**src/source/ibus_defines.svh**
```systemverilog
`ifndef IBUS_DEFINES_SVH
`define IBUS_DEFINES_SVH

// cycles an outstanding fetch may wait before a timeout response
`define IMEM_TIMEOUT_TH 16

// instruction alignment in bits, 16 or 32
`define INST_ALIGN_W 32

// on-chip memory depth in 32-bit words
`define MEM_WORDS 256

// address bits 31:28 of the special windows
`define ERR_WINDOW 4'h8 // answers with an error
`define HANG_WINDOW 4'h9 // accepts, never answers

`endif

```
**src/source/ibus_pkg.sv**
```systemverilog
package ibus_pkg;

	// ICB command channel payload
	typedef struct packed {
		logic [31:0] addr;
		logic read;
		logic [31:0] wdata;
		logic [3:0] wmask;
	} icb_cmd_t;

	// ICB response channel payload
	typedef struct packed {
		logic [31:0] rdata;
		logic err;
	} icb_rsp_t;

	// instruction memory request
	typedef struct packed {
		logic [31:0] addr;
		logic read;
		logic [31:0] wdata;
		logic [3:0] wmask;
	} imem_req_t;

	typedef enum logic [1:0] {
		imem_normal = 2'b00,
		imem_pc_unaligned = 2'b01,
		imem_bus_err = 2'b10,
		imem_timeout = 2'b11
	} imem_err_t;

	typedef struct packed {
		logic [31:0] rdata;
		imem_err_t err;
	} imem_resp_t;

	typedef enum logic [1:0] {
		size_byte = 2'b00,
		size_half = 2'b01,
		size_word = 2'b10
	} mem_size_t;

	// data memory request
	typedef struct packed {
		logic [31:0] addr;
		logic read;
		mem_size_t size;
		logic uns; // zero-extend loads
		logic [31:0] wdata;
	} dmem_req_t;

	typedef struct packed {
		logic [31:0] rdata;
		logic misaligned;
		logic bus_err;
	} dmem_resp_t;

endpackage

```
**src/source/icb_arbiter.sv**
```systemverilog
`timescale 1ns/1ps

module icb_arbiter
	import ibus_pkg::*;
(
	input logic clk,
	input logic resetn,

	input icb_cmd_t m0_cmd,
	input logic m0_cmd_valid,
	output logic m0_cmd_ready,
	output icb_rsp_t m0_rsp,
	output logic m0_rsp_valid,
	input logic m0_rsp_ready,

	input icb_cmd_t m1_cmd,
	input logic m1_cmd_valid,
	output logic m1_cmd_ready,
	output icb_rsp_t m1_rsp,
	output logic m1_rsp_valid,
	input logic m1_rsp_ready,

	output icb_cmd_t s_cmd,
	output logic s_cmd_valid,
	input logic s_cmd_ready,
	input icb_rsp_t s_rsp,
	input logic s_rsp_valid,
	output logic s_rsp_ready
);

	logic pref; // master with priority next
	logic sel;
	logic sel_rr;
	logic hold; // stalled grant is kept
	logic hold_sel;
	logic cmd_fire;
	logic rsp_fire;

	// grant order queue
	logic ord_q [2];
	logic wptr;
	logic rptr;
	logic [1:0] q_cnt;
	logic q_full;
	logic q_empty;
	logic head;

	assign q_full = (q_cnt == 2'd2);
	assign q_empty = (q_cnt == 2'd0);
	assign sel_rr = pref ? m1_cmd_valid : ~m0_cmd_valid;
	assign sel = hold ? hold_sel : sel_rr;

	assign s_cmd = sel ? m1_cmd : m0_cmd;
	assign s_cmd_valid = ~q_full & (m0_cmd_valid | m1_cmd_valid);
	assign m0_cmd_ready = ~q_full & ~sel & s_cmd_ready;
	assign m1_cmd_ready = ~q_full & sel & s_cmd_ready;
	assign cmd_fire = s_cmd_valid & s_cmd_ready;

	always_ff @(posedge clk or negedge resetn)
	begin
		if (!resetn)
		begin
			pref <= 1'b0;
			hold <= 1'b0;
			hold_sel <= 1'b0;
		end
		else
		begin
			if (cmd_fire)
				pref <= ~sel;
			hold <= s_cmd_valid & ~s_cmd_ready;
			hold_sel <= sel;
		end
	end

	always_ff @(posedge clk)
	begin
		if (cmd_fire)
			ord_q[wptr] <= sel;
	end

	always_ff @(posedge clk or negedge resetn)
	begin
		if (!resetn)
		begin
			wptr <= 1'b0;
			rptr <= 1'b0;
			q_cnt <= 2'd0;
		end
		else
		begin
			if (cmd_fire)
				wptr <= ~wptr;
			if (rsp_fire)
				rptr <= ~rptr;
			q_cnt <= q_cnt + {1'b0, cmd_fire} - {1'b0, rsp_fire};
		end
	end

	// oldest grant owns the response
	assign head = ord_q[rptr];
	assign m0_rsp = s_rsp;
	assign m1_rsp = s_rsp;
	assign m0_rsp_valid = s_rsp_valid & ~q_empty & ~head;
	assign m1_rsp_valid = s_rsp_valid & ~q_empty & head;
	assign s_rsp_ready = ~q_empty & (head ? m1_rsp_ready : m0_rsp_ready);
	assign rsp_fire = s_rsp_valid & s_rsp_ready;

endmodule

```
**config.mk**
```make
export PLATFORM = sky130hd
export DESIGN_NAME = icb_arbiter
export DESIGN_NICKNAME = d
export VERILOG_FILES = /design/src/source/ibus_defines.svh /design/src/source/ibus_pkg.sv /design/src/source/icb_arbiter.sv
export SDC_FILE = /design/constraint.sdc
export NUM_CORES = 1
export LEC_CHECK = 0
export BUFFER_PORTS_ARGS = -buffer_cell sky130_fd_sc_hd__buf_4
export CAP_MARGIN = 5
export CORE_AREA = 2 2 126 128
export CTS_BUF_LIST = sky130_fd_sc_hd__clkbuf_4 sky130_fd_sc_hd__clkbuf_8
export DETAILED_ROUTE_END_ITERATION = 8
export DIE_AREA = 0 0 128 130
export GPL_TIMING_DRIVEN = 0
export HOLD_SLACK_MARGIN = 0.06
export PLACE_DENSITY_LB_ADDON = 0.3
export SYNTH_ARGS = -nofsm -noshare
export SYNTH_HDL_FRONTEND = slang
export SYNTH_SLANG_ARGS = --single-unit
```
**constraint.sdc**
```tcl
create_clock -name clk -period 2.25 [get_ports clk]
set_input_delay 0.225 -clock clk [delete_from_list [all_inputs] [get_ports clk]]
set_output_delay 0.225 -clock clk [all_outputs]
set_load 0.01 [all_outputs]
```
== Word level (Yosys, flattened, before mapping) ==
Memories as Yosys holds them, arrays and structs flattened.
Cells that the tools add are included.
Cells by class
  add/subtract/negate cells: 2
  equality and inequality tests: 1
  multiplexer cells: 6
  bitwise operators: 21
  reductions and logical operators: 1
Operators with widths (number)
  two-way mux 69 bit: 1
  bitwise AND 1 bit: 12
  inverter 1 bit: 8
  two-way mux 1 bit: 5
  adder 2 x 1 -> 2 bit: 1
  == test 2 bit, second input constant: 1
  zero test 2 bit: 1
  subtractor 2 x 1 -> 2 bit: 1
  bitwise OR 1 bit: 1
Storage, ports and cells
  register bits: 7
  bits in writable memories: 2
  bits of input ports: 179
  output and inout port bits: 141
  logic and storage cells: 38
  memories kept: 1
Memory list
  ord_q: depth 2, bits a word 1, rd ports 1, clocked after memory_dff 0, write ports 1, line icb_arbiter.sv:40  | logic ord_q [2];

== Logic depth before layout (Yosys ltp) ==
  depth in word-level cells: 6
  depth in mapped cells: 7
  gate-level depth less buffers: 7

== Least setup slack after synthesis ==
No wires, ideal clock.
  path type: flip-flop to output port
  from: reg pref
  to: out s_cmd[10] (netlist name)
  arrival time: 1579 ps
  required time: 2025 ps
  setup slack: 446 ps
  stages on the path, launching flop included: 5
  buffers on the path: 1
  cell sequence: dfrtp_1 -> nor2b_1 -> o31ai_4 -> buf_6 -> mux2_1
RTL lines
  start, declared: line icb_arbiter.sv:31  | logic pref;
  start signal, assigned: line icb_arbiter.sv:70  | pref <= ~sel;
  end, declared: line icb_arbiter.sv:23  | output icb_cmd_t s_cmd,

==> impl_metrics.py <==
metrics = {
    "grt": {
        "grt_max_degree": 13,
        "grt_usage_pct": 7.66,
        "grt_pass1_wl_mm": 10.2,
        "grt-ovfl-total": 0,
        "antenna_found_initial": 0,
        "grt_pass1_vias": 2072,
    },
    "synthesis": {
        "ys_seq_area_share_pct": 12.9,
        "synth-edff-count": 2,
        "synthCells": 187,
        "synth_warnings": 0,
        "synth_seq_cells": 9,
        "async_flop_share_pct": 77.8,
        "synthTopCellsByCount": "buf_4, mux2_2, buf_6, dfrtp_1, nor2_1",
        "yosys-top-cells-area": "mux2_2, buf_4, dfrtp_1",
        "syn_area_per_cell_um2": 9.79,
        "synth.largest_area_cell": "mux2_2",
        "syn_nets": 368,
        "post-synth-top-count-cell": "buf_4",
        "synth_top_area_share_pct": 38.8,
        "syn_area_um2": 1830,
        "synth.distinct_cells": 20,
        "synth-main-ff-cell": "dfrtp_1",
    },
    "worst_setup_path": {
        "start_kind": "flip-flop",
        "worst-path-buf-inv": 3,
        "worst_r2r_endpoint": "q_cnt[1]",
        "end_kind": "primary output",
        "required_ns": 2.03,
        "crit_top_cell": "buf_4",
        "rr_startpoint": "rptr",
        "cpMaxStageDelayCell": "dfrtp_1",
        "cp_top_family": "buffers and inverters",
        "r2r_cells": 7,
        "crit_path_cell_trace": "nor2b_1 -> o31ai_4 -> buf_4 -> buf_6 -> mux2_2 -> buf_4",
        "crit_start": "pref",
        "timing_worst_setup_path_type": "reg2out",
        "max_stage_delay_ns": 0.38,
        "rrSetupSlack_ns": 0.28,
        "worstPathMaxFanout": 10,
        "arrival_ns": 1.84,
        "crit_cells": 6,
        "crit_end": "s_cmd[41]",
    },
    "floorplan": {
        "die_area_um2": 16600,
        "initial_utilization_pct": 11.9,
        "die_h_um": 130,
        "rows": 46,
        "die_x_um": 128,
        "pin_count": 320,
        "coreArea_um2": 15400,
    },
    "timing": {
        "fin_worst_skew_ns": 0.00301,
        "fin_crit_sh_pct": 91.6,
        "maxClockFrequency_mhz": 485,
        "worst_pin_slew_ns": 0.455,
        "setup_viol": 0,
        "relSlewSlack_pct": 68.8,
        "period_minus_slack_ns": 2.06,
        "rsz0062_at_grt": "no",
        "finalMaxSlewViolations": 0,
        "hold_viol_final": 0,
    },
    "clock_network": {
        "cts_resized": 0,
        "cts_tree": "done",
        "clockRootBuffer": "clkbuf_8",
        "clkLatencyLatePin_ns": 0.23,
        "clk_pin_slew_ns": 0.05,
        "clock-sinks": 9,
        "cts-buffers-inserted": 3,
        "htreeDepth": 1,
        "clockBufferDepth": 2,
    },
    "drt": {
        "drt_iter0_drc": 36,
        "routed_wl_mm": 8.09,
        "via_per_inst": 3.49,
        "ant_nets": 0,
        "drt_first_pass_iters": 4,
        "drc": 0,
        "routedWlPerCell_um": 12.0,
        "num_vias": 2349,
    },
    "placed_design": {
        "gp_congestion": 0.664,
        "hpwl_mm": 7.26,
        "dpl_cell_area_um2": 4220,
        "place_inst": 665,
        "portBuffers": 286,
    },
    "power": {
        "p_per_area_nw_per_um2": 728,
        "vdd_drop_max_uv": 235,
        "leakage_uw": 0.00228,
    },
    "cells_and_area": {
        "layoutNonFillerInstCount": 673,
        "nNetsFinal": 663,
        "area_delta_synth_final_pct": 135,
        "drive_above_1_share_pct": 89.4,
        "diodes": 0,
        "finish.instance_area_um2": 4300,
    },
    "status": {
        "outcome": "finished clean",
    },
    "job": {
        "cap_viol_max_count": 0,
    },
    "hold_path": {
        "hp-class": "in2reg",
    },
}
[cell usage in the layout (no fill, tap or decap), drive strengths merged]
master,synthesis,routed
inv,6,6
mux2,69,69
dfrtp,7,7
xor2,1,1
o211ai,3,3
ha,2,2
nand2b,1,1
dlygate4sd3,0,1
and3,1,1
xnor2,3,3
o31ai,1,1
o21ai,1,1
buf,73,362
o21a,1,1
nor2,7,7
mux2i,4,4
nand2,2,2
nor2b,3,3
edfxtp,2,2
clkbuf,0,4
[through the flow]
stage / util, % / setup slack [ns] / total power, µW / hold slack (ns) / TNS, ns
after CTS: 27.9 / 0.165 / 3190 / 0.172 / 0
after global routing: 27.9 / 0.0761 / 3350 / 0.174 / 0
after floorplan: - / 0.446 / 1770 / -0.0706 / 0
after detailed placement: 27.3 / -0.105 / 2930 / 0.0463 / -4.89
final: 27.9 / 0.190 / 3130 / 0.176 / 0
after global placement: 27.3 / -0.0986 / 2910 / 0.0442 / -3.81
[per-layer routing]
layer	global-route usage, %	vias to the layer above	share of wire [%]
li1	-	1163	-
met1	9.30	1048	37
met2	14.2	134	54
met3	1.23	4	8.2
met4	1.75	0	0.62
met5	0	-	0
[kinds of logic after synthesis]
logic type | Yosys count | share of synthesized area [%]
buf+inv | 79 | 32.6
mux | 73 | 44.6
simple gates | 14 | 3.56
flops | 9 | 12.9
compound gates | 6 | 3.08
xor+xnor | 4 | 1.91
fa+ha+maj | 2 | 1.37
[state kept, by name, summed over array words and instances, names as in the netlist]
| register | cells |
|---|---|
| hold | 1 |
| hold_sel | 1 |
| ord_q | 2 |
| pref | 1 |
| q_cnt | 2 |
| rptr | 1 |
| wptr | 1 |
[layout make-up]
cell class | count | area [µm²]
Timing Repair Buffer | 290 | 2180
Tap cell | 192 | 240
Inverter | 6 | 22.5
Multi-Input combinational cell | 99 | 998
Clock buffer | 4 | 48.8
Buffer | 73 | 574
Fill cell | 1655 | 11100
Sequential cell | 9 | 235
[worst min path at each step]
stage	start	endpoint	cells past startpoint
floorplan	resetn	hold	0
global placement	resetn	hold	1
detailed placement	resetn	hold	1
CTS	s_cmd_ready	hold	2
global route	s_cmd_ready	hold	2
finish	s_cmd_ready	hold	2
[power breakdown]
group          switching (µW)  leakage [µW]  internal [µW]  total (µW)
Sequential               60.8      0.000101            247         308
Clock                    62.7     0.0000262            135         198
Combinational            1060       0.00216           1560        2620
Total                    1180       0.00228           1940        3130
[repair_timing]
item,CTS,global route
endpoints found under the hold margin,7,0
endpoints found under the setup margin,71,0
hold buffers,1,0
setup buffers,3,0
Note: power is estimated with default switching activity, not from simulation.
