==> src/source/ibus_defines.svh <==
`ifndef IBUS_DEFINES_SVH
`define IBUS_DEFINES_SVH

// cycles an outstanding fetch may wait before a timeout response
`define IMEM_TIMEOUT_TH 16

// instruction alignment in bits, 16 or 32
`define INST_ALIGN_W 32

// on-chip memory depth in 32-bit words
`define MEM_WORDS 256

// address bits 31:28 of the special windows
`define ERR_WINDOW 4'h8 // answers with an error
`define HANG_WINDOW 4'h9 // accepts, never answers

`endif

==> src/source/ibus_pkg.sv <==
package ibus_pkg;

	// ICB command channel payload
	typedef struct packed {
		logic [31:0] addr;
		logic read;
		logic [31:0] wdata;
		logic [3:0] wmask;
	} icb_cmd_t;

	// ICB response channel payload
	typedef struct packed {
		logic [31:0] rdata;
		logic err;
	} icb_rsp_t;

	// instruction memory request
	typedef struct packed {
		logic [31:0] addr;
		logic read;
		logic [31:0] wdata;
		logic [3:0] wmask;
	} imem_req_t;

	typedef enum logic [1:0] {
		imem_normal = 2'b00,
		imem_pc_unaligned = 2'b01,
		imem_bus_err = 2'b10,
		imem_timeout = 2'b11
	} imem_err_t;

	typedef struct packed {
		logic [31:0] rdata;
		imem_err_t err;
	} imem_resp_t;

	typedef enum logic [1:0] {
		size_byte = 2'b00,
		size_half = 2'b01,
		size_word = 2'b10
	} mem_size_t;

	// data memory request
	typedef struct packed {
		logic [31:0] addr;
		logic read;
		mem_size_t size;
		logic uns; // zero-extend loads
		logic [31:0] wdata;
	} dmem_req_t;

	typedef struct packed {
		logic [31:0] rdata;
		logic misaligned;
		logic bus_err;
	} dmem_resp_t;

endpackage

==> src/source/dbus_ctrler.sv <==
`timescale 1ns/1ps

module dbus_ctrler
	import ibus_pkg::*;
(
	input logic clk,
	input logic resetn,

	input dmem_req_t dmem_req,
	input logic dmem_req_valid,
	output logic dmem_req_ready,

	output dmem_resp_t dmem_resp,
	output logic dmem_resp_valid,

	output icb_cmd_t icb_cmd,
	output logic icb_cmd_valid,
	input logic icb_cmd_ready,

	input icb_rsp_t icb_rsp,
	input logic icb_rsp_valid,
	output logic icb_rsp_ready
);

	logic aligned;
	logic busy; // one access on the bus
	logic [1:0] off;
	logic [1:0] off_q;
	mem_size_t size_q;
	logic uns_q;
	logic [31:0] lane;
	logic [3:0] mask;
	logic misaligned_resp;

	assign off = dmem_req.addr[1:0];

	always_comb
	begin
		case (dmem_req.size)
			size_byte:
			begin
				aligned = 1'b1;
				mask = 4'b0001 << off;
			end
			size_half:
			begin
				aligned = ~off[0];
				mask = 4'b0011 << off;
			end
			default:
			begin
				aligned = (off == 2'b00);
				mask = 4'b1111;
			end
		endcase
	end

	assign icb_cmd.addr = {dmem_req.addr[31:2], 2'b00};
	assign icb_cmd.read = dmem_req.read;
	assign icb_cmd.wdata = dmem_req.wdata << {off, 3'b000}; // into its byte lane
	assign icb_cmd.wmask = mask;

	assign icb_cmd_valid = dmem_req_valid & ~busy & aligned;
	assign dmem_req_ready = ~busy & (~aligned | icb_cmd_ready);
	assign misaligned_resp = dmem_req_valid & ~busy & ~aligned;
	assign icb_rsp_ready = busy;

	always_ff @(posedge clk or negedge resetn)
	begin
		if (!resetn)
			busy <= 1'b0;
		else if (icb_cmd_valid & icb_cmd_ready)
			busy <= 1'b1;
		else if (icb_rsp_valid)
			busy <= 1'b0;
	end

	// load format of the access in flight
	always_ff @(posedge clk)
	begin
		if (icb_cmd_valid & icb_cmd_ready)
		begin
			off_q <= off;
			size_q <= dmem_req.size;
			uns_q <= dmem_req.uns;
		end
	end

	assign lane = icb_rsp.rdata >> {off_q, 3'b000};
	assign dmem_resp_valid = (busy & icb_rsp_valid) | misaligned_resp;
	assign dmem_resp.misaligned = misaligned_resp;
	assign dmem_resp.bus_err = busy & icb_rsp.err;

	always_comb
	begin
		if (misaligned_resp)
			dmem_resp.rdata = '0;
		else
			case (size_q)
				size_byte: dmem_resp.rdata = {{24{~uns_q & lane[7]}}, lane[7:0]};
				size_half: dmem_resp.rdata = {{16{~uns_q & lane[15]}}, lane[15:0]};
				default: dmem_resp.rdata = lane;
			endcase
	end

endmodule

==> config.mk <==
export PLATFORM = sky130hd
export DESIGN_NAME = dbus_ctrler
export DESIGN_NICKNAME = d
export VERILOG_FILES = /design/src/source/ibus_defines.svh /design/src/source/ibus_pkg.sv /design/src/source/dbus_ctrler.sv
export SDC_FILE = /design/constraint.sdc
export NUM_CORES = 1
export LEC_CHECK = 0
export ABC_AREA = 1
export BUFFER_PORTS_ARGS = -buffer_cell sky130_fd_sc_hd__buf_2
export CAP_MARGIN = 20
export CORE_MARGIN = 4
export CORE_UTILIZATION = 32
export DETAILED_ROUTE_END_ITERATION = 10
export GPL_ROUTABILITY_DRIVEN = 0
export PLACE_DENSITY = 0.85
export SKIP_LAST_GASP = 1
export SLEW_MARGIN = 20
export SYNTH_ARGS = -nofsm -noshare
export SYNTH_HDL_FRONTEND = slang
export SYNTH_SLANG_ARGS = --single-unit
==> constraint.sdc <==
create_clock -name clk -period 1.79 [get_ports clk]
set_clock_uncertainty 0.2 [all_clocks]
set_input_delay 0.2685 -clock clk [delete_from_list [all_inputs] [get_ports clk]]
set_output_delay 0.2685 -clock clk [all_outputs]
set_load 0.05 [all_outputs]
== Word level (Yosys, flattened, before mapping) ==
Index checks and enable logic that the tools add are counted.

* Register bits: 6
* Input bits: 106
* Output and inout port bits: 107

* Eq/ne operators: 2
* Shift-type cells: 4
* Muxes and demuxes: 6
* Bitwise logic cells: 15
* Reductions and logical operators: 4

{| class="wikitable"
|+ Operator list
! cell !! number
|-
| $pmux W32 S2 || 1
|-
| $mux W32 || 1
|-
| $shl A32 B5 Y32 || 1
|-
| $shr A32 B5 Y32 || 1
|-
| $and A1 B1 Y1 || 9
|-
| $pmux W4 S2 || 1
|-
| $logic_not A2 Y1 || 3
|-
| $eq A2 B1 Y1 const B || 2
|-
| $not A1 Y1 || 4
|-
| $shl A1 B2 Y4 const A || 1
|-
| $shl A2 B2 Y4 const A || 1
|-
| $mux W1 || 2
|-
| $or A1 B1 Y1 || 2
|-
| $pmux W1 S2 || 1
|-
| $reduce_bool A2 Y1 || 1
|}

== Logic depth before layout (Yosys ltp) ==
Gate-level depths: netlist of run 1.

* Depth in word-level cells: 5
* Gate-level depth with buffers: 9
* Gate-level depth less buffers: 7

== Worst setup path before layout of run 1 ==
OpenSTA, ideal clock, no wires.

* Kind: input to register
* Start: in dmem_req[36] (netlist bit)
* End: reg off_q[0] (enable)
* Setup time: 0.312 ns
* Arrival time: 2.208 ns
* Data required time: 1.278 ns
* Path slack: -0.930 ns
* Stages on the path: 8
* Cells stage by stage: buf_2 -> inv_2 -> nand2_4 -> nand2_1 -> nand2_2 -> nor3_1 -> nand2_1 -> inv_1

* Cells in the longest elaborated chain, start to end: 4
* Elaborated cells between the ends (all ways): 5
* Those cells by class: mux (1); bitwise (3); reduce/logical (1)

{| class="wikitable"
|+ Ends and longest elaborated chain
! what !! RTL line !! text
|-
| from (decl) || dbus_ctrler.sv:9 || <nowiki>input dmem_req_t dmem_req,</nowiki>
|-
| $logic_not A2 Y1 / $not A1 Y1 (equally long branches) || dbus_ctrler.sv:52, dbus_ctrler.sv:47 ||
|-
| $pmux W1 S2 * || dbus_ctrler.sv:39 || <nowiki>case (dmem_req.size)</nowiki>
|-
| $and A1 B1 Y1 * || dbus_ctrler.sv:63 || <nowiki>assign icb_cmd_valid = dmem_req_valid & ~busy & aligned;</nowiki>
|-
| via icb_cmd_valid || dbus_ctrler.sv:17 || <nowiki>output logic icb_cmd_valid,</nowiki>
|-
| $and A1 B1 Y1 * || dbus_ctrler.sv:81 || <nowiki>if (icb_cmd_valid & icb_cmd_ready)</nowiki>
|-
| to (signal assigned) || dbus_ctrler.sv:83 || <nowiki>off_q <= off;</nowiki>
|-
| to (decl) || dbus_ctrler.sv:28 || <nowiki>logic [1:0] off_q;</nowiki>
|}

The timed path passes the listed nets; every way through them passes the cells marked *.
A chain may end at the register's enable or synchronous reset.

==> metrics.yaml, run 1 <==
final_layout:
  nets: 610
  layout-drive-gt1-share: 0.6521
  fillers: 389
  antenna_cells: 0
  area_growth_pct: 113.5
  fin_area_mm2: 0.004151
  final_cell_mix: "buf_2 (93), nand2_1 (62), buf_4 (41), buf_6 (33), nor2_1 (23)"
  final_common_cell: "buf_2"
placement:
  dp_hpwl_um: 6510
  dpl-instance-area_mm2: 0.003119
  portBuffers: 148
  pre_cts_ws_ps: -527.7
worst_setup_path:
  critPathArrivalTime_ps: 2130
  max_stage_delay_ps: 450
  slowest_stage: "edfxtp_1"
  worstReg2RegStart: "icb_rsp_ready"
  cpLargestDelayFamily: "simple AND/OR/NAND/NOR gates"
  path_buf_inv: 3
  cp-end-kind: "output pin"
  path_cells: "buf_6, buf_16, nor3_1, o21ai_0, nor2_4, buf_6"
  crit_type: "reg -> out"
  crit_start: "off_q[0]"
  ff2ff_path_depth: 4
  critPathLaunchType: "flip-flop"
  crit_path_frequent_cell: "buf_6"
  worst-path-max-fanout: 10
  cp.required_ps: 1320
  worstSetupPathDepth: 6
worst_hold_path:
  min-delay-start: "dmem_req[32]"
  hold-path-cell-count: 1
  hold_class: "in -> reg"
clock_tree:
  root_buffer: "clkbuf_8"
  cts_tree: "yes"
  cts-buffers-inserted: 3
  htree_levels: 1
  clkSlewWorstSetupHoldPaths_ps: 40
  cts_buffer_depth: 2
  cts_num_sinks: 6
  insertion_delay_ps: 220
timing:
  final_hold_viol_count: 0
  max_freq_mhz: 385.1
  timing.final.crit_share: 1.451
  slew_headroom: 0.4379
  rsz0062_at_grt: "yes"
  min_period_ps: 2597
  setup_ws_ps: -806.8
  final-setup-viol-count: 32
  worstMarginPinSlew_ps: 834.3
  slew_viol_final: 0
die:
  dieArea_mm2: 0.007387
  initial_core_util: 0.3284
  coreArea_mm2: 0.005921
  rows: 28
  fp.dieW_um: 85.95
  die_h_um: 85.95
  io_pins: 213
power:
  vdd_drop_max_uv: 327.5
  p_per_area_mw_per_mm2: 477.2
  p_leak_nw: 1.965
detailed_routing:
  wirelength_um: 11770
  vias: 3321
  wl_per_cell_um: 20.37
  ant_nets: 0
  vias_per_cell: 5.746
  dr.pass1.iters: 5
  drc: 0
  drt_first_iter_violations: 257
synth:
  synth_top_cell_by_area: "nand2_1"
  ys_seq_elements: 6
  ys_seq_area_frac: 0.09009
  synth_top_area_frac: 0.1448
  ys_async_sr_fraction: 0.1667
  synth_top_flop_cell: "edfxtp_1"
  ys_types: 27
  synth-edff-count: 5
  synth_cells: 354
  netlist_area_mm2: 0.001944
  yosys-top-cells-area: "nand2_1 (14%), buf_4 (14%), o21ai_0 (11%)"
  yosys_warnings: 0
  syn_area_per_cell_um2: 5.493
status:
  violations: "negative setup slack"
  status: "complete, but fails checks"
global_routing:
  grt_pass1_vias: 3142
  global_route.usage.total: 0.2462
  grt_pass1_wl_um: 14820
  antenna_found_initial: 0
  grt_max_degree: 40
  grt_remaining_overflow: 0
run:
  maxCapViolCount: 0
cells by family (layout without fill, tap and decap cells):
kind of cell	after synthesis	in the layout	share of synthesized area
buffers and inverters	94	241	0.2664
AO/OA/AOI/OAI	92	92	0.2716
other	1	2	0.001929
flip-flops	6	6	0.09009
AND/OR/NAND/NOR	161	162	0.3700
cell type report:
type / instances / area (um2) / area share
multi-input cells: 256 / 1967 / 0.4738
repair buffers: 198 / 1658 / 0.3993
inverters: 38 / 205.2 / 0.04943
flip-flops and latches: 6 / 176.4 / 0.04250
well taps: 75 / 93.84 / 0.02260
clock buffers: 4 / 45.04 / 0.01085
repair inverters: 1 / 6.256 / 0.001507
worst reg2reg max path, cell delays in order (launching register included):
cell and delay (ps):
dfrtp_2 420, buf_4 170, nor3_4 180, nand2_1 100, inv_2 120
timing repair:
| item | in CTS | in global routing |
|---|---|---|
| endpoints found under the hold margin | 1 | 0 |
| resized for setup | 139 | 93 |
| endpoints found under the setup margin | 58 | 59 |
| pin swaps | 14 | 22 |
| hold buffers | 1 | 0 |
| buffers inserted | 5 | 2 |
| gates cloned | 3 | 5 |
cell usage after synthesis, drive strengths merged, types with 5 or more instances:
| master | n |
|---|---|
| o32ai | 7 |
| clkbuf | 12 |
| buf | 44 |
| o21ai | 42 |
| nor2 | 50 |
| a21oi | 26 |
| inv | 38 |
| a22oi | 15 |
| nor3 | 8 |
| edfxtp | 5 |
| nand3 | 22 |
| nand2 | 80 |
sequential cells by signal, summed over array words and instances (netlist names):
name and cells:
uns_q 1, off_q 2, icb_rsp_ready 1, size_q 2
path summary, 6_finish.rpt:
check / slack [ps] / to
max reg2reg: 320 / size_q[0]
min reg2reg: 560 / icb_rsp_ready
min in group asynchronous: 170 / icb_rsp_ready
min: 40 / uns_q
max: -810 / dmem_resp[29]
max in group asynchronous: 1130 / icb_rsp_ready
power by group:
part	internal [mW]	leakage [nW]	switching, mW
Combinational	0.569	1.88	1.04
Clock	0.153	0.0228	0.0565
Sequential	0.160	0.0575	0.00595
Total	0.882	1.96	1.10
layer usage:
metal | global-route usage | part of all wire
met1 | 0.2394 | 0.31
met2 | 0.4814 | 0.52
met3 | 0.06724 | 0.12
met4 | 0.09928 | 0.047
met5 | 0 | 0
per-stage QoR:
stage                     total power, mW  utilization  cells  hold WS (ps)  setup TNS [ps]
final                               1.981       0.7012    578         36.44          -14510
after CTS                           1.805       0.6287    571         30.48          -11040
after global routing                2.062       0.7012    578         33.61          -16100
after floorplan                     1.272            -    355        -227.1           -5590
after detailed placement            1.407       0.5268    558        -153.3          -14770
after global placement              1.391       0.5268    558        -156.3          -12200
(Power assumes the default switching activity.)
==> inputs of run 2 (changes only) <==
PLACE_DENSITY = not set   (was 0.85)
PLACE_DENSITY_LB_ADDON = 0.1   (was not set)
==> metrics.yaml, run 2 (synthesis results as in run 1) <==
clock_tree:
  clkSlewWorstSetupHoldPaths_ps: 50  # was 40 ps
  cts_tree: "yes"  # unchanged
  htree_levels: 1  # unchanged
  cts_buffer_depth: 2  # unchanged
  root_buffer: "clkbuf_8"  # unchanged
  insertion_delay_ps: 220  # about the same
  cts-buffers-inserted: 3  # unchanged
  cts_num_sinks: 6  # unchanged
worst_setup_path:
  critPathArrivalTime_ps: 1740  # was 2130 ps
  crit_type: "reg -> out"  # unchanged
  worst-path-max-fanout: 8  # was 10
  critPathLaunchType: "flip-flop"  # unchanged
  slowest_stage: "edfxtp_1"  # unchanged
  path_buf_inv: 5  # was 3
  max_stage_delay_ps: 410  # was 450 ps
  path_cells: "buf_6, inv_6, buf_8, nand3_4, a21oi_4, nor2_4, buf_12, nor2_4, buf_8"  # was buf_6, buf_16, nor3_1, o21ai_0, nor2_4, buf_6
  cpLargestDelayFamily: "buffers and inverters"  # was simple AND/OR/NAND/NOR gates
  cp-end-kind: "output pin"  # unchanged
  cp.required_ps: 1320  # about the same
placement:
  dp_hpwl_um: 5993  # was 6510 um
  portBuffers: 148  # unchanged
  dp_cells: 554  # was 558
  dpl-instance-area_mm2: 0.003099  # was 0.003119 mm2
final_layout:
  antenna_cells: 0  # unchanged
  final_util: 0.6775  # was 0.7012
  fin_cells: 575  # was 578
  final_common_cell: "buf_2"  # unchanged
  nets: 607  # was 610
  top_regs: "off_q x2, size_q x2"  # unchanged
  final_cell_mix: "buf_2 (91), nand2_1 (60), buf_4 (44), buf_6 (32), o21ai_1 (29)"  # was buf_2 (93), nand2_1 (62), buf_4 (41), buf_6 (33), nor2_1 (23)
  area_growth_pct: 106.3  # was 113.5%
  layout-drive-gt1-share: 0.6420  # was 0.6521
  fin_area_mm2: 0.004011  # was 0.004151 mm2
power:
  clkPwrFrac: 0.119  # was 0.106
  switching_share: 0.5425  # was 0.5547
  internal_power_uw: 866.3  # was 882.2 uW
  p_leak_nw: 1.925  # was 1.965 nW
  power.switching_mw: 1.027  # was 1.099 mW
  p_per_area_mw_per_mm2: 472.0  # was 477.2 mW/mm2
  vdd_drop_max_uv: 571.4  # was 327.5 uV
  seq_power_share: 0.088  # was 0.084
  combPwrFrac: 0.793  # was 0.810
detailed_routing:
  vias: 2916  # was 3321
  ant_nets: 0  # unchanged
  wirelength_um: 8573  # was 11770 um
  dr.pass1.iters: 4  # was 5
  drt_first_iter_violations: 93  # was 257
  drc: 0  # unchanged
  vias_per_cell: 5.071  # was 5.746
  wl_per_cell_um: 14.91  # was 20.37 um
status:
  violations: "negative setup slack"  # unchanged
  status: "complete, but fails checks"  # unchanged
timing:
  hold_ws_ps: 24.22  # was 36.44 ps
  timing.final.crit_share: 1.233  # was 1.451
  final-setup-viol-count: 32  # unchanged
  max_freq_mhz: 453.0  # was 385.1 MHz
  min_period_ps: 2208  # was 2597 ps
  slew_viol_final: 0  # unchanged
  setup_tns_ps: -11700  # was -14510 ps
  final_hold_viol_count: 0  # unchanged
  setup_ws_ps: -417.6  # was -806.8 ps
  rsz0062_at_grt: "yes"  # unchanged
die:
  fp.dieW_um: 85.95  # unchanged
  dieArea_mm2: 0.007387  # unchanged
  coreArea_mm2: 0.005921  # unchanged
  io_pins: 213  # unchanged
  rows: 28  # unchanged
  die_h_um: 85.95  # unchanged
  initial_core_util: 0.3284  # unchanged
worst_hold_path:
  hold_class: "in -> reg"  # unchanged
global_routing:
  grt_pass1_wl_um: 13260  # was 14820 um
  grt_max_degree: 34  # was 40
  antenna_found_initial: 0  # unchanged
  global_route.usage.total: 0.2120  # was 0.2462
  grt_pass1_vias: 2914  # was 3142
  grt_remaining_overflow: 0  # unchanged
run:
  maxCapViolCount: 0  # unchanged
## run 2: cell count changes in the layout (fill, tap and decap cells not counted), moves of 5 or more
cell	previous run	this run
o21ai_1	17	29
a21oi_2	6	14
a21oi_4	9	1
nand3_2	11	17
nand3_1	7	2
## run 2: final timing paths
path / cells after the start / slack, ps / startpoint / to
setup reg to reg: 4 / 350 / icb_rsp_ready / size_q[1]
hold reg to reg: 3 / 580 / icb_rsp_ready / icb_rsp_ready
min in group asynchronous: 2 / 170 / resetn / icb_rsp_ready
max in group asynchronous: 2 / 1120 / resetn / icb_rsp_ready
hold / removal: 1 / 20 / dmem_req[32] / uns_q
setup / recovery: 9 / -420 / off_q[0] / dmem_resp[23]
## run 2: layer usage
| layer | share of wire | vias to the layer above | wire length [um] | global-route usage |
|---|---|---|---|---|
| met5 | 0 | - | 0 | 0 |
| met4 | 0.022 | 0 | 191 | 0.05468 |
| met3 | 0.071 | 23 | 608 | 0.03458 |
| li1 | - | 1427 | - | - |
| met2 | 0.52 | 123 | 4427 | 0.3833 |
| met1 | 0.39 | 1343 | 3345 | 0.2577 |
## run 2: power groups by stage
| stage | clock network (mW) | logic (mW) | registers [mW] |
|---|---|---|---|
| final | 0.226 | 1.50 | 0.166 |
| after global routing | 0.238 | 1.58 | 0.167 |
| after CTS | 0.227 | 1.45 | 0.165 |
| after detailed placement | 0 | 1.23 | 0.168 |
| after global placement | 0 | 1.22 | 0.168 |
| after floorplan | 0 | 1.09 | 0.177 |
## run 2: repair_timing
action | 4_1_cts | 5_1_grt
hold buffers | 1 | 0
cloned | 2 | 1
endpoints found under the hold margin | 1 | 0
setup buffers | 10 | 3
resized for setup | 173 | 42
pin swaps | 25 | 7
setup endpoints to repair | 59 | 61
## run 2: per-stage QoR
step | power, mW | setup slack, ps
after floorplan | 1.272 | -259.1
after global placement | 1.389 | -522.3
after detailed placement | 1.394 | -605.4
after CTS | 1.840 | -357.4
after global routing | 1.985 | -471.2
final | 1.894 | -417.6
## run 2: area by class of cell
| type | instances | area (um2) |
|---|---|---|
| well taps | 75 | 93.84 |
| repair buffers | 197 | 1634 |
| inverters | 38 | 202.7 |
| multi-input cells | 255 | 1859 |
| clock buffers | 4 | 45.04 |
| flip-flops and latches | 6 | 176.4 |
| fillers | 510 | 1909 |
