<file path="src/source/ibus_defines.svh">
`ifndef IBUS_DEFINES_SVH
`define IBUS_DEFINES_SVH

// cycles an outstanding fetch may wait before a timeout response
`define IMEM_TIMEOUT_TH 16

// instruction alignment in bits, 16 or 32
`define INST_ALIGN_W 32

// on-chip memory depth in 32-bit words
`define MEM_WORDS 256

// address bits 31:28 of the special windows
`define ERR_WINDOW 4'h8 // answers with an error
`define HANG_WINDOW 4'h9 // accepts, never answers

`endif

</file>
<file path="src/source/ibus_pkg.sv">
package ibus_pkg;

	// ICB command channel payload
	typedef struct packed {
		logic [31:0] addr;
		logic read;
		logic [31:0] wdata;
		logic [3:0] wmask;
	} icb_cmd_t;

	// ICB response channel payload
	typedef struct packed {
		logic [31:0] rdata;
		logic err;
	} icb_rsp_t;

	// instruction memory request
	typedef struct packed {
		logic [31:0] addr;
		logic read;
		logic [31:0] wdata;
		logic [3:0] wmask;
	} imem_req_t;

	typedef enum logic [1:0] {
		imem_normal = 2'b00,
		imem_pc_unaligned = 2'b01,
		imem_bus_err = 2'b10,
		imem_timeout = 2'b11
	} imem_err_t;

	typedef struct packed {
		logic [31:0] rdata;
		imem_err_t err;
	} imem_resp_t;

	typedef enum logic [1:0] {
		size_byte = 2'b00,
		size_half = 2'b01,
		size_word = 2'b10
	} mem_size_t;

	// data memory request
	typedef struct packed {
		logic [31:0] addr;
		logic read;
		mem_size_t size;
		logic uns; // zero-extend loads
		logic [31:0] wdata;
	} dmem_req_t;

	typedef struct packed {
		logic [31:0] rdata;
		logic misaligned;
		logic bus_err;
	} dmem_resp_t;

endpackage

</file>
<file path="src/source/ibus_ctrler.sv">
`timescale 1ns/1ps
`include "ibus_defines.svh"

module ibus_ctrler
	import ibus_pkg::*;
(
	input logic clk,
	input logic resetn,

	input imem_req_t imem_req,
	input logic imem_req_valid,
	output logic imem_req_ready,

	output imem_resp_t imem_resp,
	output logic imem_resp_valid,

	output icb_cmd_t icb_cmd,
	output logic icb_cmd_valid,
	input logic icb_cmd_ready,

	input icb_rsp_t icb_rsp,
	input logic icb_rsp_valid,
	output logic icb_rsp_ready
);

	localparam int to_w = ($clog2(`IMEM_TIMEOUT_TH) > 0) ? $clog2(`IMEM_TIMEOUT_TH) : 1;

	logic pc_aligned;
	logic trans_start; // request accepted
	logic trans_finish; // any response returned
	logic clr_all;
	logic [1:0] n_outstanding;
	logic outstanding;
	logic direct_unaligned; // misaligned with nothing in flight

	// misalignment record queue with one-hot pointers
	logic [1:0] unaligned_q;
	logic [1:0] q_wptr;
	logic [1:0] q_rptr;
	logic q_wen;
	logic q_ren;
	logic head_unaligned;

	logic [to_w-1:0] to_cnt;
	logic to_lock; // stays set until reset
	logic to_pulse;
	logic to_expire;

	logic rsp_fire;
	logic resp_unaligned;

	always_comb
	begin
		if (`INST_ALIGN_W == 16)
			pc_aligned = ~imem_req.addr[0];
		else
			pc_aligned = (imem_req.addr[1:0] == 2'b00);
	end

	assign outstanding = (n_outstanding != 2'b00);
	assign trans_start = imem_req_valid & imem_req_ready;
	assign trans_finish = imem_resp_valid;
	assign clr_all = to_pulse;
	assign direct_unaligned = ~outstanding & ~pc_aligned;

	always_ff @(posedge clk or negedge resetn)
	begin
		if (!resetn)
			n_outstanding <= 2'b00;
		else if (clr_all)
			n_outstanding <= 2'b00;
		else if (trans_start & ~trans_finish)
			n_outstanding <= n_outstanding + 2'b01;
		else if (~trans_start & trans_finish)
			n_outstanding <= n_outstanding - 2'b01;
	end

	// same-cycle misaligned answers bypass the queue
	assign q_wen = trans_start & ~direct_unaligned;
	assign q_ren = trans_finish & ~direct_unaligned;
	assign head_unaligned = |(q_rptr & unaligned_q);

	always_ff @(posedge clk or negedge resetn)
	begin
		if (!resetn)
		begin
			q_wptr <= 2'b01;
			q_rptr <= 2'b01;
		end
		else
		begin
			if (q_wen)
				q_wptr <= {q_wptr[0], q_wptr[1]};
			if (q_ren)
				q_rptr <= {q_rptr[0], q_rptr[1]};
		end
	end

	always_ff @(posedge clk)
	begin
		for (int i = 0; i < 2; i++)
			if (q_wen & q_wptr[i])
				unaligned_q[i] <= ~pc_aligned;
	end

	// command goes straight from the request with the address forced aligned
	always_comb
	begin
		icb_cmd.addr = imem_req.addr;
		if (`INST_ALIGN_W == 16)
			icb_cmd.addr[0] = 1'b0;
		else
			icb_cmd.addr[1:0] = 2'b00;
		icb_cmd.read = imem_req.read;
		icb_cmd.wdata = imem_req.wdata;
		icb_cmd.wmask = imem_req.wmask;
	end

	assign icb_cmd_valid = imem_req_valid & ~to_lock & pc_aligned & ~n_outstanding[1];
	assign imem_req_ready = ~to_lock & ~n_outstanding[1] & (~pc_aligned | icb_cmd_ready);

	// timeout counter restarts on every response
	always_ff @(posedge clk or negedge resetn)
	begin
		if (!resetn)
			to_cnt <= '0;
		else if (~to_lock & (outstanding | trans_finish))
			to_cnt <= trans_finish ? '0 : to_cnt + 1'b1;
	end

	assign to_expire = ~to_lock & outstanding & (to_cnt == to_w'(`IMEM_TIMEOUT_TH - 1));

	always_ff @(posedge clk or negedge resetn)
	begin
		if (!resetn)
		begin
			to_lock <= 1'b0;
			to_pulse <= 1'b0;
		end
		else
		begin
			if (to_expire)
				to_lock <= 1'b1;
			to_pulse <= to_expire; // single timeout response
		end
	end

	assign rsp_fire = icb_rsp_valid & icb_rsp_ready;
	assign resp_unaligned = ~to_lock & ((outstanding & head_unaligned)
		| (direct_unaligned & imem_req_valid));

	// hold off the bus while a misaligned record sits at the head
	assign icb_rsp_ready = ~to_lock & ~(outstanding & head_unaligned);

	assign imem_resp_valid = rsp_fire | resp_unaligned | to_pulse;
	assign imem_resp.rdata = icb_rsp.rdata;

	always_comb
	begin
		if (to_pulse)
			imem_resp.err = imem_timeout;
		else if (resp_unaligned)
			imem_resp.err = imem_pc_unaligned;
		else if (rsp_fire & icb_rsp.err)
			imem_resp.err = imem_bus_err;
		else
			imem_resp.err = imem_normal;
	end

endmodule

</file>
<file path="config.mk">
export PLATFORM = sky130hd
export DESIGN_NAME = ibus_ctrler
export DESIGN_NICKNAME = d
export VERILOG_FILES = /design/src/source/ibus_pkg.sv /design/src/source/ibus_ctrler.sv
export VERILOG_INCLUDE_DIRS = /design/src /design/src/source
export SDC_FILE = /design/constraint.sdc
export NUM_CORES = 1
export LEC_CHECK = 0
export BUFFER_PORTS_ARGS = -buffer_cell sky130_fd_sc_hd__buf_2
export CORE_AREA = 2 2 84 86
export DETAILED_ROUTE_END_ITERATION = 16
export DIE_AREA = 0 0 86 88
export GPL_TIMING_DRIVEN = 0
export MAX_ROUTING_LAYER = met4
export PLACE_DENSITY = 0.66
export SLEW_MARGIN = 10
export SYNTH_ARGS = -nofsm -noshare
export SYNTH_HDL_FRONTEND = slang
export SYNTH_SLANG_ARGS = --single-unit
export TNS_END_PERCENT = 50
</file>
<file path="constraint.sdc">
create_clock -name clk -period 2.45 [get_ports clk]
set_input_delay 0.1225 -clock clk [delete_from_list [all_inputs] [get_ports clk]]
set_output_delay 0.1225 -clock clk [all_outputs]
set_load 0.02 [all_outputs]
</file>
==> After elaboration in Yosys (flattened, before gate mapping) <==
Cells that the tools add are included.
W data, S select, Z words.
{ "totals": {"ff_bits": 14, "output_inout_bits": 107, "word_cells": 59} }
{ "classes": {"add_sub_neg": 3, "n_eq_ne": 1, "muxes": 7, "n_bitwise": 36, "reduce_logical": 4} }
{ "op_table": {"columns": ["cell", "n"], "rows": [
  ["$and A1 B1 Y1", 22],
  ["$mux W2", 6],
  ["$not A1 Y1", 8],
  ["$or A1 B1 Y1", 5],
  ["$add A4 B1 Y4 const B", 1],
  ["$eq A4 B4 Y1 const B", 1],
  ["$mux W4", 1],
  ["$reduce_bool A3 Y1", 1],
  ["$add A2 B1 Y2 const B", 1],
  ["$and A2 B2 Y2", 1],
  ["$logic_not A2 Y1", 1],
  ["$reduce_bool A2 Y1", 1],
  ["$reduce_or A2 Y1", 1],
  ["$sub A2 B1 Y2 const B", 1]
]} }

==> Depth between registers and ports, before layout <==
Gate-level depths: netlist of run 1.
{ "depth": {"ltp_word": 12, "ltp_mapped": 5, "mapped_depth_nobuf": 5} }

==> Least setup slack after synthesis of run 1 <==
No wires, ideal clock.
{ "synth_timing": {"path_type": "reg2reg", "from": "register n_outstanding[1]", "to": "register n_outstanding[1]", "arrival_time_ns": 1.569, "required_time_ns": 2.325, "slack_ns": 0.755, "stages_incl_launch_ff": 6, "synth_period_minus_slack_ns": 1.695, "path_cell_list": "dfrtp_1 nor2_2 nor2_2 o31a_1 a32o_1 mux2_4"} }
{ "synth_via": {"elab_chain_len": 12, "elab_cells_between_ends": 26, "classes_between": "2 x add/sub; 3 x mux; 19 x bitwise; 2 x reduce/logical"} }
{ "synth_rtl": {"columns": ["element", "line_no", "source"], "rows": [
  ["from (decl)", "ibus_ctrler.sv:32", "logic [1:0] n_outstanding;"],
  ["from (signal assigned)", "ibus_ctrler.sv:73", "n_outstanding <= n_outstanding + 2'b01;"],
  ["from (signal assigned)", "ibus_ctrler.sv:75", "n_outstanding <= n_outstanding - 2'b01;"],
  ["$reduce_bool A2 Y1", "ibus_ctrler.sv:60", "assign outstanding = (n_outstanding != 2'b00);"],
  ["$not A1 Y1", "ibus_ctrler.sv:64", "assign direct_unaligned = ~outstanding & ~pc_aligned;"],
  ["$and A1 B1 Y1", "ibus_ctrler.sv:64", null],
  ["$and A1 B1 Y1", "ibus_ctrler.sv:150", "| (direct_unaligned & imem_req_valid));"],
  ["$or A1 B1 Y1", "ibus_ctrler.sv:150", null],
  ["$and A1 B1 Y1", "ibus_ctrler.sv:149", "assign resp_unaligned = ~to_lock & ((outstanding & head_unaligned)"],
  ["$or A1 B1 Y1 (2 in series)", "ibus_ctrler.sv:155", "assign imem_resp_valid = rsp_fire | resp_unaligned | to_pulse;"],
  ["$not A1 Y1", "ibus_ctrler.sv:72", "else if (trans_start & ~trans_finish)"],
  ["$and A1 B1 Y1", "ibus_ctrler.sv:72", null],
  ["$mux W2", "ibus_ctrler.sv:72", null],
  ["$mux W2", "ibus_ctrler.sv:70", "else if (clr_all)"]
]} }
Several ways; a longest one is shown, not always the timed one. The select of a mux whose other input is x is not followed.
A chain may end at the register's enable or synchronous reset.

==> Worst setup path in the final report of run 1 <==
{ "layout_timing": {"from": "register n_outstanding[1]", "to": "output imem_resp_valid"} }
{ "layout_via": {"elab_chain_len": 8, "elab_cells_between_ends": 12, "classes_between": "11 x bitwise; 1 x reduce/logical"} }
{ "layout_rtl": {"columns": ["element", "line_no", "source"], "rows": [
  ["$reduce_bool A2 Y1 *", "ibus_ctrler.sv:60", null],
  ["$not A1 Y1", "ibus_ctrler.sv:64", null],
  ["$and A1 B1 Y1", "ibus_ctrler.sv:64", null],
  ["$and A1 B1 Y1", "ibus_ctrler.sv:150", null],
  ["$or A1 B1 Y1", "ibus_ctrler.sv:150", null],
  ["$and A1 B1 Y1", "ibus_ctrler.sv:149", null],
  ["$or A1 B1 Y1 * (2 in series)", "ibus_ctrler.sv:155", null],
  ["to (decl)", "ibus_ctrler.sv:15", "output logic imem_resp_valid,"]
]} }
Every way passes the cells marked *; elsewhere a longest branch is shown, timed or not.

==> metrics.txt, run 1 <==
compound-gate portion of the synthesized area=8.852%; maximum VDD drop=0.0001384 V; slowest CP cell=dfrtp_1; all-layer global routing usage=7.973%; Synth Area in Adders=0.8197%; Worst Path Required=2.33 ns; clk buf depth=2; Top cell by count, worst path=nor2_2; number of CTS-inserted buffers=3; RSZ-0062 raised after global routing=no; Ys Warns=0; cts repair resizes=0; asr flop ratio synth=85.71%; mux share of post-synthesis cell area=3.115%; Die ar.=7568 um2; element type at the critical path end=output pin; Seq/Total Area, Yosys=23.77%; core area=6644 um2; Switching Share=39.46%; Clock Sinks=14; clock root buffer=clkbuf_8; Horiz. Die Dim=86 um; crit path max fanout=7; Arr. time, crit path=1.91 ns; hpwl dp=3.002 mm; routed len/inst=9.317 um; Final ANT Viol Nets=0; largest net degree at the start of global routing=13; First-pass DRT Iterations=4; Int Pwr=0.0006700 W; CTS H-Tree Depth=1; area delta synth->final=47.13%; Via density=3.827; Avg Cell Area, Syn=8.927 um2; Yosys top cell area share=49.67%; Final Max Tran Viols=0; DR iter-0 viols=36; worst slew pin tran=0.5446 ns; TNS Setup=0 ns; Routability Congestion=0.6907; Max Cap Viol=0; NetSw=0.0004367 W; I/O Pins=214; kind of critical path=flop to output pin; clock skew=0.002017 ns; Post-synth top flop=dfrtp_1; CTS tree=yes; Synth Register Bits=14; Port-buffer cells=112; DRC viols=0; CP delay by family, top=simple AND/OR/NAND/NOR gates; post-synth cell types=40; first-pass GRT wire length=4.471 mm; Synth Area in Simple Gates=11.39%; setup violators final=0; vias in the first global route=1094; Combinational Power Share=53.2%; crit share post-route=82.93%; Synth Area in XOR/XNOR=1.148%; dominant cell type by area after synthesis=buf_4; worst min path class=input pin to async pin; WHS=0.2871 ns; Final min period=2.032 ns; Post-CTS Hold Buffers=1; share of layout cells above drive strength 1=78.89%; Final #Nets=398; headroom to the max-slew limit=63.60%; synthesized area=1526 um2; top post-synthesis cells by area=buf_4 (50%), dfrtp_1 (16%), edfxtp_1 (3.9%); Clock transition at path regs=0.06 ns; Placement Setup Slack=0.5986 ns; Worst-Skew Late Latency=0.25 ns; Layout fillers=658; detailed-route via count=1412; worst path bufs/invs=1; CP Launch Type=flop; Mapped Cells=171; initial antenna violation count=0; clock share of power=17.3%; final WL=3.438 mm; status=finished clean; Diodes inserted=0; worst setup margin=0.4181 ns; Die H=88 um; highest clock rate=492.2 MHz; final hold viol count=0; row cnt=30; max incr delay on CP=0.46 ns; GRT overflow=0; Post-synth EDFFs=2; Post-CTS Setup Bufs=0; LEAKAGE=1.324 nW; PD cells=492.8 nW/um2; Initial Util=22.98%; crit path cell chain=nor2_2, nor2_2, o31a_1, or2_2, buf_2; part of the power in registers=29.5%; main combinational cell family by area after synthesis=buffers and inverters
## routing by layer
metal	routed length, um	track usage, %	up-vias
met5	0	-	-
met2	1773	14.38	117
li1	-	-	699
met3	542	2.639	4
met1	1059	7.460	592
met4	63	4.329	0
## final cells by class
class | count | area (um2) | share of cell area, %
Buffer | 102 | 762.0 | 33.93
Clock buffer | 3 | 41.29 | 1.838
Clock inverter | 1 | 3.754 | 0.1671
Inverter | 3 | 11.26 | 0.5014
Multi-Input combinational cell | 53 | 394.1 | 17.55
Sequential cell | 14 | 362.8 | 16.16
Tap cell | 80 | 100.1 | 4.457
Timing Repair Buffer | 113 | 570.5 | 25.40
## kinds of logic after synthesis
family / after synthesis
compound gates: 17
xor+xnor: 2
fa+ha+maj: 1
buf+inv: 105
flops: 14
mux: 4
other cells: 1
simple gates: 27
## final timing paths
check	cells after the start	end	slack, ns	startpoint
min in group clk	4	to_cnt[0]	0.29	icb_rsp_valid
worst min-delay path	2	q_rptr[1]	0.29	resetn
max in group asynchronous	2	q_rptr[0]	1.89	resetn
worst max register to register	5	n_outstanding[1]	0.59	n_outstanding[1]
worst min register to register	1	q_wptr[1]	0.49	q_wptr[1]
worst max-delay path	5	imem_resp_valid	0.42	n_outstanding[1]
## registers in the layout (all words and copies together), names as in the netlist
name	cells
q_wptr	2
clr_all	1
to_cnt	4
q_rptr	2
n_outstanding	2
to_lock	1
unaligned_q	2
## power by group through the flow
stage	Combinational [W]	Clock (W)	Sequential, W
after CTS	0.000595	0.000197	0.000327
after global routing	0.000645	0.000203	0.000335
after floorplan	0.000458	0	0.000314
after detailed placement	0.000592	0	0.000331
final	0.000588	0.000192	0.000327
after global placement	0.000580	0	0.000328
## placed cells by master (no fill, tap or decap), types with 3 or more instances in the layout
cell type | Yosys | layout
a22o_1 | 3 | 3
buf_4 | 101 | 101
nor3_1 | 3 | 3
clkbuf_8 | 0 | 3
nand2_1 | 4 | 4
dfrtp_1 | 10 | 10
buf_2 | 0 | 112
inv_1 | 3 | 3
a21o_1 | 3 | 3
nor2_1 | 6 | 6
## cell usage after synthesis (2+ instances only)
master / instances
a21o_1: 3
a22o_1: 3
and3_1: 2
buf_4: 101
dfrtp_1: 10
dfstp_2: 2
edfxtp_1: 2
inv_1: 3
mux2_2: 2
nand2_1: 4
nor2_1: 6
nor2_2: 2
nor3_1: 3
or2_2: 2
## through the flow
stage / utilization (%) / area (um2) / power [W] / instances
finish: 33.80 / 2246 / 0.001107 / 369
global route: 33.80 / 2246 / 0.001183 / 369
CTS: 33.80 / 2246 / 0.001120 / 369
detailed placement: 32.98 / 2191 / 0.0009237 / 364
global placement: 32.98 / 2191 / 0.0009078 / 364
floorplan: - / 1530 / 0.0007725 / 172
(Power assumes the default switching activity.)
==> run 2, diff against run 1 <==
==> constraint.sdc (replaced) <==
create_clock -name clk -period 1.9 [get_ports clk]
set_input_delay 0.095 -clock clk [delete_from_list [all_inputs] [get_ports clk]]
set_output_delay 0.095 -clock clk [all_outputs]
set_load 0.02 [all_outputs]
==> metrics.txt, run 2 (synthesis gave the netlist of run 1 again) <==
status=finished clean; RSZ-0062 raised after global routing=no; DRC viols=0 (unchanged); Via density=3.838 (+0.31%); highest clock rate=548.0 MHz; CTS H-Tree Depth=1 (unchanged); Final Max Tran Viols=0 (unchanged); worst min path class=input pin to async pin; setup violators final=0 (unchanged); Die ar.=7568 um2 (unchanged); vias in the first global route=1101 (+0.64%); clock root buffer=clkbuf_8; GRT overflow=0 (unchanged); Arr. time, crit path=1.73 ns (-0.18 ns); most frequent cells in the layout=buf_2 (112), buf_4 (103), dfrtp_1 (9); Die H=88 um (unchanged); max FFs per register=4 (unchanged); Final min period=1.825 ns; worst slew pin tran=0.5337 ns (-0.01091 ns); Routability Congestion=0.6907 (unchanged); CP Launch Type=flop; row cnt=30 (unchanged); number of CTS-inserted buffers=3 (unchanged); Final ANT Viol Nets=0 (unchanged); clock share of power=16.6% (-0.7 points); all-layer global routing usage=8.014% (+0.041 points); element type at the critical path end=output pin; first-pass GRT wire length=4.498 mm (+0.60%); final hold viol count=0 (unchanged); TNS Setup=0 ns (unchanged); Horiz. Die Dim=86 um (unchanged); area delta synth->final=48.52%; initial antenna violation count=0 (unchanged); Switching Share=39.06% (-0.40 points); Clock Sinks=14 (unchanged); non-filler cells, final=371 (+0.54%); Port-buffer cells=112 (unchanged); crit share post-route=96.04%; share of layout cells above drive strength 1=79.38% (+0.49 points); kind of critical path=flop to output pin; detailed-route via count=1424 (+0.85%); headroom to the max-slew limit=64.33% (+0.73 points); commonest non-fill, non-tap cell in the layout=buf_2; placed cell count=364 (unchanged); DR iter-0 viols=40 (+11%); Diodes inserted=0 (unchanged); First-pass DRT Iterations=3 (-1); CTS tree=yes; largest net degree at the start of global routing=13 (unchanged); Worst-Skew Late Latency=0.24 ns (about the same); Int Pwr=0.0008972 W (+34%); Clock transition at path regs=0.06 ns (about the same); I/O Pins=214 (unchanged); clk buf depth=2 (unchanged); Worst Path Required=1.80 ns (-0.53 ns); Combinational Power Share=54.5% (+1.3 points); NetSw=0.0005751 W (+32%); LEAKAGE=1.334 nW (+0.74%); core area=6644 um2 (unchanged); part of the power in registers=28.9% (-0.6 points); hpwl dp=3.002 mm (unchanged); PD cells=649.4 nW/um2 (+32%); routed len/inst=9.323 um (about the same); Reg with most FFs=to_cnt; crit path max fanout=5 (-2); Max Cap Viol=0 (unchanged); maximum VDD drop=0.0001944 V (+40%); Initial Util=22.98% (unchanged); final WL=3.459 mm (+0.61%); clock skew=0.002781 ns (+0.0007645 ns); Final #Nets=400 (+0.50%)
## run 2: changes by cell type in the layout (fill, tap and decap cells not counted), sizes merged
| cell | delta |
|---|---|
| buf | +2 |
## run 2: through the flow
| stage | cell area [um2] | hold WS, ns | total power, W | setup WS (ns) | utilization [%] |
|---|---|---|---|---|---|
| after global placement | 2191 | -0.01184 | 0.001171 | 0.03982 | 32.98 |
| after floorplan | 1530 | -0.2006 | 0.0009961 | 0.2054 | - |
| after detailed placement | 2191 | -0.004316 | 0.001191 | 0.04862 | 32.98 |
| after CTS | 2258 | 0.2631 | 0.001473 | 0.02213 | 33.99 |
| after global routing | 2267 | 0.2976 | 0.001573 | 0.01428 | 34.12 |
| final | 2267 | 0.2609 | 0.001472 | 0.07529 | 34.12 |
## run 2: area by class of cell
class | count | area, um2
buffer | 102 | 762.0
clock buffer | 3 | 41.29
clock inverter | 1 | 3.754
fill | 658 | 4377
inverter | 3 | 11.26
multi-input combinational | 53 | 399.1
sequential | 14 | 364.1
tap | 80 | 100.1
timing repair buffer | 115 | 585.6
## run 2: what timing repair did
action                     4_1_cts  5_1_grt
pin swaps                        1        0
hold buffers                     1        0
gates resized for setup          1        1
buffers inserted                 1        1
hold endpoints to repair        12        0
setup endpoints to repair        1        2
## run 2: worst paths after layout
path                             startpoint          endpoint  slack [ns]  cells past startpoint
hold reg to reg                   q_wptr[1]         q_wptr[1]        0.49                      1
max in group asynchronous            resetn         q_rptr[0]        1.37                      2
hold / removal                       resetn         q_rptr[1]        0.26                      2
setup / recovery                  q_rptr[1]   imem_resp_valid        0.08                      5
setup reg to reg           n_outstanding[1]  n_outstanding[1]        0.13                      4
min in group clk              icb_rsp_valid         to_cnt[0]        0.27                      4
## run 2: routing by layer
metal / wire [um] / track usage, %
met2: 1786 / 14.52
met3: 540 / 2.639
met1: 1069 / 7.460
met5: 0 / -
met4: 63 / 4.329
## run 2: power by group through the flow
stage	combinational (W)	sequential, W	clock (W)
6_report	0.000803	0.000425	0.000245
2_1_floorplan	0.000591	0.000405	0
5_1_grt	0.000878	0.000434	0.000262
3_5_place_dp	0.000764	0.000427	0
4_1_cts	0.000788	0.000430	0.000255
3_3_place_gp	0.000748	0.000423	0
## run 2: critical path, cell delays in order, from the launching register on
cell,delay [ns]
dfrtp_1,0.39
a22oi_1,0.21
nor2_2,0.11
o31a_1,0.33
or2_2,0.28
buf_2,0.16
